**config.mk**
```make
export PLATFORM = sky130hd
export DESIGN_NAME = upd_periph_top
export DESIGN_NICKNAME = d
export VERILOG_FILES = /design/src/upd_spr_pkg.sv /design/src/upd_int_pkg.sv /design/src/spr_bus_port.sv /design/src/int_sampler.sv /design/src/timer_unit.sv /design/src/int_controller.sv /design/src/port_unit.sv /design/src/upd_periph_top.sv
export VERILOG_INCLUDE_DIRS = /design/src
export SDC_FILE = /design/constraint.sdc
export NUM_CORES = 1
export LEC_CHECK = 0
export ABC_AREA = 1
export BUFFER_PORTS_ARGS = -buffer_cell sky130_fd_sc_hd__buf_2
export CORE_ASPECT_RATIO = 0.7
export CORE_MARGIN = 2
export CORE_UTILIZATION = 50
export CTS_CLUSTER_DIAMETER = 40
export DETAILED_ROUTE_END_ITERATION = 10
export PLACE_DENSITY = 0.73
export SETUP_SLACK_MARGIN = 0.3
export SYNTH_ARGS = -nofsm -noshare
export SYNTH_HDL_FRONTEND = slang
export SYNTH_SLANG_ARGS = --single-unit
export TNS_END_PERCENT = 5
```
**constraint.sdc**
```tcl
create_clock -name CLK -period 3.6 [get_ports CLK]
set_clock_uncertainty 0.1 [all_clocks]
set_input_delay 0.72 -clock CLK [delete_from_list [all_inputs] [get_ports CLK]]
set_output_delay 0.72 -clock CLK [all_outputs]
set_load 0.01 [all_outputs]
```
**src/upd_settings.svh**
```systemverilog
`ifndef UPD_SETTINGS_SVH
`define UPD_SETTINGS_SVH

// Datapath widths
`define UPD_DATA_W      8
`define UPD_TM_W        12
`define UPD_PRESCALE_W  3

// INT1/INT2 sampling
`define UPD_TICK_DIV    12
`define UPD_FILTER_LEN  4

// Values loaded by reset
`define UPD_MK_RESET    8'hFF
`define UPD_MODE_RESET  8'hFF

// Interrupt vector addresses
`define UPD_VEC_INT0    8'h04
`define UPD_VEC_INTT    8'h08
`define UPD_VEC_INT1    8'h10
`define UPD_VEC_INT2    8'h20

`endif

```
**src/upd_spr_pkg.sv**
```systemverilog
`include "upd_settings.svh"

package upd_spr_pkg;

  // Special register select, same order as the on-chip SPR decode
  typedef enum logic [3:0] {
    SEL_PA  = 4'd0,
    SEL_PB  = 4'd1,
    SEL_PC  = 4'd2,
    SEL_MK  = 4'd3,
    SEL_MB  = 4'd4,
    SEL_MC  = 4'd5,
    SEL_TM0 = 4'd6,
    SEL_TM1 = 4'd7,
    SEL_IE  = 4'd8
  } spr_sel_e;

  typedef enum logic [1:0] {
    OP_READ        = 2'd0,
    OP_WRITE       = 2'd1,
    OP_TIMER_START = 2'd2
  } spr_op_e;

  typedef struct packed {
    spr_op_e                op;
    spr_sel_e               sel;
    logic [`UPD_DATA_W-1:0] wdata;
  } spr_req_t;

  typedef struct packed {
    logic [`UPD_DATA_W-1:0] rdata;
  } spr_rsp_t;

  // Single-cycle register write
  typedef struct packed {
    logic                   valid;
    spr_sel_e               sel;
    logic [`UPD_DATA_W-1:0] data;
  } spr_wr_t;

endpackage

```
**src/upd_int_pkg.sv**
```systemverilog
`include "upd_settings.svh"

package upd_int_pkg;

  // Source index, lowest value has highest priority
  typedef enum logic [1:0] {
    SRC_INT0 = 2'd0,
    SRC_INTT = 2'd1,
    SRC_INT1 = 2'd2,
    SRC_INT2 = 2'd3
  } int_src_e;

  typedef struct packed {
    int_src_e               src;
    logic [`UPD_DATA_W-1:0] addr;
  } int_vec_t;

endpackage

```
**src/spr_bus_port.sv**
```systemverilog
`include "upd_settings.svh"

module spr_bus_port import upd_spr_pkg::*; (
  input  logic                   CLK,
  input  logic                   rst,
  input  logic                   host_req,
  input  spr_req_t               host_cmd,
  output logic                   host_ack,
  output spr_rsp_t               host_rsp,
  output spr_wr_t                wr,
  output logic                   timer_start,
  output spr_sel_e               sel,
  input  logic [`UPD_DATA_W-1:0] port_rd,
  input  logic [`UPD_DATA_W-1:0] timer_rd,
  input  logic [`UPD_DATA_W-1:0] intc_rd
);

  logic                   accept;
  logic [`UPD_DATA_W-1:0] rd_merged;

  // New command only once the previous handshake has fully closed
  assign accept = host_req & ~host_ack;

  assign sel = host_cmd.sel;

  // Units not owning the select return zero
  assign rd_merged = port_rd | timer_rd | intc_rd;

  // Strobes land on the same edge that raises host_ack
  assign wr.valid    = accept & (host_cmd.op == OP_WRITE);
  assign wr.sel      = host_cmd.sel;
  assign wr.data     = host_cmd.wdata;
  assign timer_start = accept & (host_cmd.op == OP_TIMER_START);

  always_ff @(posedge CLK) begin
    if (rst) begin
      host_ack <= 1'b0;
    end else if (accept) begin
      host_ack <= 1'b1;
    end else if (!host_req) begin
      host_ack <= 1'b0;
    end
  end

  // Held for the whole acknowledge phase
  always_ff @(posedge CLK) begin
    if (accept && host_cmd.op == OP_READ) begin
      host_rsp.rdata <= rd_merged;
    end
  end

  // Acknowledge only answers a request seen on the previous edge
  assert property (@(posedge CLK) disable iff (rst)
    $rose(host_ack) |-> $past(host_req));

  // One write strobe per handshake
  assert property (@(posedge CLK) disable iff (rst)
    wr.valid |=> !wr.valid);

endmodule

```
**src/int_sampler.sv**
```systemverilog
`include "upd_settings.svh"

module int_sampler (
  input  logic CLK,
  input  logic rst,
  input  logic int0,
  input  logic int1,
  input  logic int2,
  input  logic int2_polarity,
  output logic int0_level,
  output logic int1_event,
  output logic int2_event
);

  localparam int CNT_W = $clog2(`UPD_TICK_DIV);
  localparam int LEN   = `UPD_FILTER_LEN;

  // One low sample followed by LEN-1 high samples
  localparam logic [LEN-1:0] EDGE_PAT = {1'b0, {(LEN - 1){1'b1}}};

  logic [CNT_W-1:0]      tick_cnt;
  logic                  tick;
  logic [1:0]            raw_in;
  logic [1:0][LEN-1:0]   filt;

  assign tick = (tick_cnt == CNT_W'(`UPD_TICK_DIV - 1));

  always_ff @(posedge CLK) begin
    if (rst) begin
      tick_cnt <= '0;
    end else begin
      tick_cnt <= tick ? '0 : tick_cnt + 1'b1;
    end
  end

  // Falling-edge mode for INT2 is handled by inverting the pin
  assign raw_in = {int2 ^ ~int2_polarity, int1};

  always_ff @(posedge CLK) begin
    if (rst) begin
      filt       <= '1;
      int1_event <= 1'b0;
      int2_event <= 1'b0;
    end else begin
      int1_event <= tick & ({filt[0][LEN-2:0], raw_in[0]} == EDGE_PAT);
      int2_event <= tick & ({filt[1][LEN-2:0], raw_in[1]} == EDGE_PAT);
      if (tick) begin
        for (int i = 0; i < 2; i++) begin
          filt[i] <= {filt[i][LEN-2:0], raw_in[i]};
        end
      end
    end
  end

  // INT0 is level sensitive, synchronised only
  always_ff @(posedge CLK) begin
    if (rst) begin
      int0_level <= 1'b0;
    end else begin
      int0_level <= int0;
    end
  end

endmodule

```
**src/timer_unit.sv**
```systemverilog
`include "upd_settings.svh"

module timer_unit import upd_spr_pkg::*; (
  input  logic                   CLK,
  input  logic                   rst,
  input  spr_wr_t                wr,
  input  logic                   timer_start,
  input  spr_sel_e               sel,
  output logic [`UPD_DATA_W-1:0] rd_data,
  output logic                   tm_underflow
);

  localparam int DW    = `UPD_DATA_W;
  localparam int HI_W  = `UPD_TM_W - `UPD_DATA_W;
  localparam int CNT_W = `UPD_TM_W + `UPD_PRESCALE_W;

  logic [`UPD_TM_W-1:0] tm;
  // Low bits act as the divide-by-8 prescaler
  logic [CNT_W-1:0]     tc;

  always_ff @(posedge CLK) begin
    if (rst) begin
      tm <= '1;
    end else if (wr.valid) begin
      case (wr.sel)
        SEL_TM0: tm[DW-1:0] <= wr.data;
        SEL_TM1: tm[`UPD_TM_W-1:DW] <= wr.data[HI_W-1:0];
        default: ;
      endcase
    end
  end

  assign tm_underflow = (tc == '0);

  // Reload restarts the prescaler as well
  always_ff @(posedge CLK) begin
    if (rst) begin
      tc <= '1;
    end else if (tm_underflow || timer_start) begin
      tc <= {tm, {`UPD_PRESCALE_W{1'b1}}};
    end else begin
      tc <= tc - 1'b1;
    end
  end

  always_comb begin
    case (sel)
      SEL_TM0: rd_data = tm[DW-1:0];
      SEL_TM1: rd_data = {{(DW - HI_W){1'b0}}, tm[`UPD_TM_W-1:DW]};
      default: rd_data = '0;
    endcase
  end

endmodule

```
**src/int_controller.sv**
```systemverilog
`include "upd_settings.svh"

module int_controller
  import upd_spr_pkg::*;
  import upd_int_pkg::*;
(
  input  logic                   CLK,
  input  logic                   rst,
  input  spr_wr_t                wr,
  input  spr_sel_e               sel,
  output logic [`UPD_DATA_W-1:0] rd_data,
  input  logic                   int0_level,
  input  logic                   int1_event,
  input  logic                   int2_event,
  input  logic                   tm_underflow,
  output logic                   int2_polarity,
  output logic                   int_req,
  output int_vec_t               int_vector,
  input  logic                   int_ack
);

  typedef enum logic {
    ST_IDLE,
    ST_REQ
  } hs_state_e;

  hs_state_e              state;
  logic [`UPD_DATA_W-1:0] mk;
  logic [`UPD_DATA_W-1:0] ie;
  logic [3:0]             pend;
  logic [3:0]             active;
  logic                   start_req;
  logic                   ack_take;
  int_src_e               pick;

  function automatic logic [`UPD_DATA_W-1:0] vec_addr(input int_src_e src);
    case (src)
      SRC_INT0: vec_addr = `UPD_VEC_INT0;
      SRC_INTT: vec_addr = `UPD_VEC_INTT;
      SRC_INT1: vec_addr = `UPD_VEC_INT1;
      default:  vec_addr = `UPD_VEC_INT2;
    endcase
  endfunction

  ////////////////////////////////////////
  // Mask and enable registers

  always_ff @(posedge CLK) begin
    if (rst) begin
      mk <= `UPD_MK_RESET;
      ie <= '0;
    end else if (wr.valid) begin
      case (wr.sel)
        SEL_MK:  mk <= wr.data;
        SEL_IE:  ie <= wr.data;
        default: ;
      endcase
    end
  end

  // Bit 5 picks the INT2 edge, bits 4 and 6-7 are storage only
  assign int2_polarity = mk[5];

  always_comb begin
    case (sel)
      SEL_MK:  rd_data = mk;
      SEL_IE:  rd_data = ie;
      default: rd_data = '0;
    endcase
  end

  ////////////////////////////////////////
  // Pending bits and priority

  assign ack_take = (state == ST_REQ) & int_ack;

  always_ff @(posedge CLK) begin
    if (rst) begin
      pend <= '0;
    end else begin
      if (ack_take) begin
        pend[int_vector.src] <= 1'b0;
      end
      pend[SRC_INT0] <= int0_level;
      if (tm_underflow) pend[SRC_INTT] <= 1'b1;
      if (int1_event)   pend[SRC_INT1] <= 1'b1;
      if (int2_event)   pend[SRC_INT2] <= 1'b1;
    end
  end

  assign active = pend & {4{ie[0]}} & ~mk[3:0];

  // Lowest index wins
  always_comb begin
    pick = SRC_INT0;
    for (int i = 3; i >= 0; i--) begin
      if (active[i]) pick = int_src_e'(i);
    end
  end

  ////////////////////////////////////////
  // Vector handshake

  assign start_req = (state == ST_IDLE) & (|active) & ~int_ack;

  always_ff @(posedge CLK) begin
    if (rst) begin
      state <= ST_IDLE;
    end else if (start_req) begin
      state <= ST_REQ;
    end else if (ack_take) begin
      state <= ST_IDLE;
    end
  end

  always_ff @(posedge CLK) begin
    if (start_req) begin
      int_vector.src  <= pick;
      int_vector.addr <= vec_addr(pick);
    end
  end

  assign int_req = (state == ST_REQ);

  // Master may sample the vector at any point of the request
  assert property (@(posedge CLK) disable iff (rst)
    int_req && $past(int_req) |-> $stable(int_vector));

endmodule

```
**src/port_unit.sv**
```systemverilog
`include "upd_settings.svh"

module port_unit import upd_spr_pkg::*; (
  input  logic                   CLK,
  input  logic                   rst,
  input  spr_wr_t                wr,
  input  spr_sel_e               sel,
  output logic [`UPD_DATA_W-1:0] rd_data,
  output logic [`UPD_DATA_W-1:0] pa_o,
  input  logic [`UPD_DATA_W-1:0] pb_i,
  output logic [`UPD_DATA_W-1:0] pb_o,
  output logic [`UPD_DATA_W-1:0] pb_oe,
  input  logic [`UPD_DATA_W-1:0] pc_i,
  output logic [`UPD_DATA_W-1:0] pc_o,
  output logic [`UPD_DATA_W-1:0] pc_oe
);

  localparam int DW = `UPD_DATA_W;

  logic [DW-1:0] mb;
  logic [DW-1:0] mc;

  // Driven bits from the latch, input bits from the pin
  function automatic logic [DW-1:0] pin_merge(input logic [DW-1:0] out_q,
                                              input logic [DW-1:0] pin,
                                              input logic [DW-1:0] oe);
    pin_merge = (out_q & oe) | (pin & ~oe);
  endfunction

  always_ff @(posedge CLK) begin
    if (rst) begin
      pa_o <= '0;
      pb_o <= '0;
      pc_o <= '0;
      mb   <= `UPD_MODE_RESET;
      mc   <= `UPD_MODE_RESET;
    end else if (wr.valid) begin
      case (wr.sel)
        SEL_PA:  pa_o <= wr.data;
        SEL_PB:  pb_o <= wr.data;
        SEL_PC:  pc_o <= wr.data;
        SEL_MB:  mb   <= wr.data;
        SEL_MC:  mc   <= wr.data;
        default: ;
      endcase
    end
  end

  // Mode bit 1 means input
  assign pb_oe = ~mb;
  // PC6-PC3 always drive, PC2 always input
  assign pc_oe = {~mc[7], 4'b1111, 1'b0, ~mc[1:0]};

  always_comb begin
    case (sel)
      SEL_PA:  rd_data = pa_o;
      SEL_PB:  rd_data = pin_merge(pb_o, pb_i, pb_oe);
      SEL_PC:  rd_data = pin_merge(pc_o, pc_i, pc_oe);
      SEL_MB:  rd_data = mb;
      SEL_MC:  rd_data = mc;
      default: rd_data = '0;
    endcase
  end

endmodule

```
**src/upd_periph_top.sv**
```systemverilog
`include "upd_settings.svh"

module upd_periph_top
  import upd_spr_pkg::*;
  import upd_int_pkg::*;
(
  input  logic                   CLK,
  input  logic                   rst,
  input  logic                   host_req,
  input  spr_req_t               host_cmd,
  output logic                   host_ack,
  output spr_rsp_t               host_rsp,
  input  logic                   int0,
  input  logic                   int1,
  input  logic                   int2,
  output logic                   int_req,
  output int_vec_t               int_vector,
  input  logic                   int_ack,
  output logic [`UPD_DATA_W-1:0] pa_o,
  input  logic [`UPD_DATA_W-1:0] pb_i,
  output logic [`UPD_DATA_W-1:0] pb_o,
  output logic [`UPD_DATA_W-1:0] pb_oe,
  input  logic [`UPD_DATA_W-1:0] pc_i,
  output logic [`UPD_DATA_W-1:0] pc_o,
  output logic [`UPD_DATA_W-1:0] pc_oe
);

  spr_wr_t                wr;
  spr_sel_e               sel;
  logic                   timer_start;
  logic [`UPD_DATA_W-1:0] port_rd;
  logic [`UPD_DATA_W-1:0] timer_rd;
  logic [`UPD_DATA_W-1:0] intc_rd;
  logic                   int0_level;
  logic                   int1_event;
  logic                   int2_event;
  logic                   tm_underflow;
  logic                   int2_polarity;

  ////////////////////////////////////////
  // Input side

  spr_bus_port u_bus (
    .CLK         (CLK),
    .rst         (rst),
    .host_req    (host_req),
    .host_cmd    (host_cmd),
    .host_ack    (host_ack),
    .host_rsp    (host_rsp),
    .wr          (wr),
    .timer_start (timer_start),
    .sel         (sel),
    .port_rd     (port_rd),
    .timer_rd    (timer_rd),
    .intc_rd     (intc_rd)
  );

  int_sampler u_sampler (
    .CLK           (CLK),
    .rst           (rst),
    .int0          (int0),
    .int1          (int1),
    .int2          (int2),
    .int2_polarity (int2_polarity),
    .int0_level    (int0_level),
    .int1_event    (int1_event),
    .int2_event    (int2_event)
  );

  ////////////////////////////////////////
  // Timer and interrupt logic

  timer_unit u_timer (
    .CLK          (CLK),
    .rst          (rst),
    .wr           (wr),
    .timer_start  (timer_start),
    .sel          (sel),
    .rd_data      (timer_rd),
    .tm_underflow (tm_underflow)
  );

  int_controller u_intc (
    .CLK           (CLK),
    .rst           (rst),
    .wr            (wr),
    .sel           (sel),
    .rd_data       (intc_rd),
    .int0_level    (int0_level),
    .int1_event    (int1_event),
    .int2_event    (int2_event),
    .tm_underflow  (tm_underflow),
    .int2_polarity (int2_polarity),
    .int_req       (int_req),
    .int_vector    (int_vector),
    .int_ack       (int_ack)
  );

  ////////////////////////////////////////
  // Output side

  port_unit u_port (
    .CLK     (CLK),
    .rst     (rst),
    .wr      (wr),
    .sel     (sel),
    .rd_data (port_rd),
    .pa_o    (pa_o),
    .pb_i    (pb_i),
    .pb_o    (pb_o),
    .pb_oe   (pb_oe),
    .pc_i    (pc_i),
    .pc_o    (pc_o),
    .pc_oe   (pc_oe)
  );

endmodule

```
; Word level (Yosys, flattened, before mapping)
; Cells that the tools add are included.
[classes]
n_reduce_logical = 23
eq_ne = 16
n_mux = 19
order_cmp = 2
bitwise_logic = 31
addsub = 2
[ops]
columns = op, count
row1 = 8-bit case mux with 5 select lines, 1
row2 = 8-bit bitwise AND, 4
row3 = 8-bit OR, 4
row4 = 8-bit case mux with 2 select lines, 2
row5 = "4-bit by 3-bit equality test with 1-bit output, second input constant", 6
row6 = 8-bit NOT, 3
row7 = 6-bit case mux with 3 select lines, 1
row8 = 2-bit AND reduction, 9
row9 = 15-bit logical NOT, 1
row10 = 15-bit 2-to-1 mux, 1
row11 = "15-bit by 1-bit subtractor with 15-bit output, second input constant", 1
row12 = 4-bit bitwise AND, 3
row13 = 1-bit bitwise AND, 8
row14 = "4-bit by 2-bit equality test with 1-bit output, second input constant", 2
row15 = "4-bit equality test, second input constant", 2
row16 = 1-bit 2-to-1 mux, 8
row17 = 2-bit 2-to-1 mux, 4
row18 = 4-bit NOT, 2
row19 = 2-bit nonzero test, 4
row20 = 1-bit NOT, 5
row21 = "4-bit by 1-bit adder with 4-bit output, second input constant", 1
row22 = "2-bit by 1-bit equality test with 1-bit output, second input constant", 2
row23 = "2-bit equality test, second input constant", 2
row24 = "4-bit by 1-bit equality test with 1-bit output, second input constant", 1
row25 = 13 further kinds, 16
[word_totals]
elab_cells = 119
in_bits = 37
ff_bits = 120
out_inout_bits = 60

; Logic depth before layout (Yosys ltp)
[depth]
word_depth = 8
ltp_mapped = 10
ltp_nobuf = 9

; Modules after synthesis
; A second synthesis with hierarchy kept.
[unflattened]
cells_unflattened = 870
area_unflattened_um2 = 6067.1
[modules_own_cells]
columns = module, area_each_um2, cells_per_inst, seq_area_each_um2, instances
row1 = port_unit, 2208.4, 357, 800.8, 1
row2 = timer_unit, 1557.7, 218, 540.5, 1
row3 = int_controller, 1261.2, 171, 600.6, 1
row4 = int_sampler, 524.3, 63, 260.2, 1
row5 = spr_bus_port, 515.5, 61, 260.2, 1

; Worst setup path after synthesis
; No wires, ideal clock.
[synth_timing]
kind = input -> register
start = in host_req
end = reg u_bus.host_rsp[0] (netlist name)
arrival_ns = 1.531
path_stages = 4
path_buffers = 0
slack_ns = 1.586
t_required_ns = 3.117
setup_ns = 0.383
cell_sequence = inv_1 nor2_4 inv_1 nor3_1
[synth_via]
elab_chain_len = 2
[synth_lines]
columns = element, line_no
row1 = "start, declared", upd_periph_top.sv:9  ; input logic host_req,
row2 = 1-bit bitwise AND, spr_bus_port.sv:22  ; assign accept = host_req & ~host_ack;
row3 = 1-bit logical AND, spr_bus_port.sv:47  ; if (accept && host_cmd.op == OP_READ) begin
; Every way passes these cells.
; A chain may end at the register's enable or synchronous reset.

; Worst setup path after layout
[layout_timing]
start = in host_cmd[8] (netlist name)
end = reg u_port.mc[2]
[layout_via]
elab_chain_len = 2
[layout_lines]
columns = element, line_no
row1 = "start, declared", upd_periph_top.sv:10  ; input spr_req_t host_cmd,
row2 = 4-bit by 3-bit equality test with 1-bit output, port_unit.sv:38  ; case (wr.sel)
row3 = 2-bit AND reduction (no source line), -
row4 = "end signal, assigned", port_unit.sv:36  ; mc <= `UPD_MODE_RESET;
row5 = "end signal, assigned", port_unit.sv:43  ; SEL_MC: mc <= wr.data;
row6 = "end, declared", port_unit.sv:21  ; logic [DW-1:0] mc;
; Every way passes these cells.

==> summary.txt <==
Power and ir drop
  • Pwr/cell area: a little under 500 mW/mm²
  • Worst VDD drop: approximately 320 µV
  • Pleak: between 0.003 and 0.004 µW

Timing
  • Pins Over Slew Limit: 0
  • Worst Hold Slack: between 0.3 and 0.4 ns
  • Post-route setup slack: 1.63 ns
  • Min Tclk post-route: 1.97 ns
  • Maximum clock frequency: 0.508 GHz
  • Least-Margin Pin Slew: about 0.83 ns
  • Period utilisation layout: 54.7%
  • Final setup violation count: 0
  • Setup TNS: 0 ns
  • Final Hold Viols: 0
  • Max-Slew Margin vs Limit: 44.0%
  • RSZ-0062 raised after global routing: no

Place
  • DP Cell Count: 958
  • Placer Congestion: 0.884
  • Dpl ws: 1.32 ns
  • Dpl hpwl: 10.8 mm
  • Input/output buffers: 83

Setup path
  • Critical path launch point type: primary input
  • R2r setup slk: approximately 1.7 ns
  • Arrival time at the worst endpoint: approximately 2.1 ns
  • CP Class: in -> reg
  • Crit end category: flop
  • Required time worst endpoint: 3.77 ns
  • R2R Path End: u_intc.int_vector[8]
  • Worst-path fanout max: 12
  • R2r worst-path depth: 4
  • Reg2Reg Launch Point: u_intc.ie[0]

Clocking
  • CTS Hold Bufs: 0
  • Clock buffer depth: 2
  • H-tree depth: 4
  • CTS clk-pin slew, worst paths: 0.05 ns
  • Post-CTS sizing: 0
  • CTS tree: done
  • CTS root buffer: clkbuf_16
  • Postcts setup bufs: 0
  • Clock Latency Late Sink: 0.42 ns
  • CTS Buf Count: 17
  • CTS Sinks: 116

Synthesis
  • List of most frequent post-synthesis cells: nand2_1 (241), nor2_1 (116), dfxtp_1 (102)
  • Post-synth ARST share: 0%
  • Post-synth cell types: 33
  • Largest family of logic cells by synthesized area: simple AND/OR/NAND/NOR gates
  • Compound-Gate Fraction of Synth Area: between 8 and 9%
  • Mux cell area share after synthesis: 0%
  • Most frequent cell after synthesis: nand2_1
  • Flops & latches, synth: 116
  • Post-synth top area cell: dfxtp_1
  • Synthesized area per cell: around 7.1 µm²
  • Adder-cell share of the synthesized area: less than 1%
  • Post-Synth Simple-Gate Area: 35.3%
  • Cell area after synthesis: between 0.005 and 0.006 mm²
  • Syn Inst Count: 765
  • Post-synth top area share: 37.6%
  • Post-synth top flop: dfxtp_1
  • Post-synth EDFFs: 14
  • Post-Synth XOR/XNOR Area: 0.645%
  • Sequential area share after synthesis: 45.3%
  • Area contributors post-synth: dfxtp_1 (38%), nand2_1 (17%), nor2_1 (8.0%)
  • Ys Warns: 0

Finish
  • Fin cells: 990
  • Nets@finish: 885
  • Share of cells above drive strength 1: 18.2%
  • Diode count: 0
  • Multi-input gate area: 0.00249 mm²
  • FILL cells: 917
  • Util after Layout: 61.4%
  • Synth-to-Final Area Change: 18.3%
  • Register area: 0.00246 mm²

Drt
  • ANT nets after route: 0
  • Drt drc: 0
  • Vias per cell: 5.30
  • DR iter-0 viols: 539
  • Routed wire length: 14.9 mm
  • WL/cell: 15.0 µm
  • Total number of vias: 5248
  • Drt pass-1 iters: 5

Floorplanning
  • Die width: approximately 130 µm
  • Die Area: 0.0117 mm²
  • Initial Util: 51.9%
  • IO Count: just under 100
  • Row cnt: 31
  • Die Y: 91.2 µm
  • Core Area: roughly 0.010 mm²

GRT
  • Vias in the first global route: roughly 4700
  • First-pass GRT wire length: 23.5 mm
  • Grt ovf: 0
  • Total GRT Usage: 25.9%
  • Largest net degree at the start of global routing: 42
  • Initial antenna violation count: 0

Hold path
  • Hold Path Depth: 2
  • Worst Hold Class: reg -> reg
  • HP Start: u_sampler.int0_level
  • WHS Endpoint: u_intc.pend[0]

Outcome
  • Run status: complete, no violations

Run
  • Max cap viols: 0
worst max path at each step:
stage | from | endpoint | slack [ns] | cells past startpoint
final | host_cmd[8] | u_port.mc[2] | 1.63 | 8
after global routing | u_intc.ie[0] | u_intc.int_vector[5] | 1.49 | 4
after CTS | u_intc.ie[0] | u_intc.int_vector[5] | 1.64 | 4
after detailed placement | host_cmd[8] | u_port.mc[2] | 1.32 | 8
after global placement | host_cmd[10] | u_port.mc[2] | 1.40 | 8
after floorplan | host_req | u_bus.host_rsp[0] | 1.59 | 4
report_power, final:
part	leakage, µW	total (µW)	switching (µW)	internal, µW
Clock	0.000278	1610	634	971
Sequential	0.000956	1350	16.3	1330
Combinational	0.00204	176	122	54.0
layout make-up:
type	instances	share of cell area, %
clock buffer	18	6.83
clock inverter	14	1.97
tap	132	2.57
inverter	80	4.75
multi-input combinational	544	38.8
sequential	116	38.3
timing repair buffer	86	6.81
cell families (layout without fill, tap and decap cells):
kind of cell / count (synthesis) / in the layout
other: 2 / 9
adders and majority gates: 3 / 3
buffers and inverters: 112 / 198
DFF: 116 / 116
xor gates and xnor gates: 4 / 4
AOI/OAI and AO/OA: 76 / 76
and+or+nand+nor: 452 / 452
per-stage QoR:
stage,power [µW],instance area (µm²)
2_1_floorplan,1490,5460
3_3_place_gp,1540,5860
3_5_place_dp,1540,5860
4_1_cts,3140,6430
5_1_grt,3220,6430
6_report,3130,6430
state kept, by name (all words and copies together) (netlist names), 8 cells and up:
name	cells
u_bus.host_rsp	8
u_intc.ie	8
u_intc.mk	8
u_port.mb	8
u_port.mc	8
u_port.pa_o	8
u_port.pb_o	8
u_port.pc_o	8
u_timer.tc	15
u_timer.tm	12
placed cells by master, fill, tap and decap left out, types with 4 or more instances in the layout:
| cell type | count |
|---|---|
| buf_2 | 83 |
| nor2_2 | 6 |
| nor2_4 | 10 |
| nor3_1 | 5 |
| clkbuf_16 | 17 |
| nor2_1 | 116 |
| nand3_1 | 57 |
| inv_4 | 5 |
| conb_1 | 9 |
| inv_1 | 73 |
| o211ai_2 | 5 |
| clkinv_4 | 4 |
| o211ai_1 | 16 |
| nand2_2 | 6 |
| edfxtp_1 | 14 |
| nand4_1 | 4 |
| o21ai_0 | 47 |
| dfxtp_1 | 102 |
| inv_2 | 5 |
| nand2_1 | 241 |
| a21oi_1 | 5 |
metal layers:
layer  GRT usage [%]  vias to the layer above  share of wire [%]
met3            5.66                       14                9.1
met1            37.7                     2441                 46
met2            38.7                      223                 45
met4            7.07                        0               0.61
li1                -                     2570                  -
met5               0                        -                  0
critical path, cell delays in order:
cell and delay, ns:
buf_2 0.11, inv_1 0.05, nor2_1 0.15, nand2_1 0.20, nor2_2 0.50, inv_1 0.22
nand2_1 0.11, nand3_1 0.07
No activity file was read; power rests on OpenSTA's default activity.
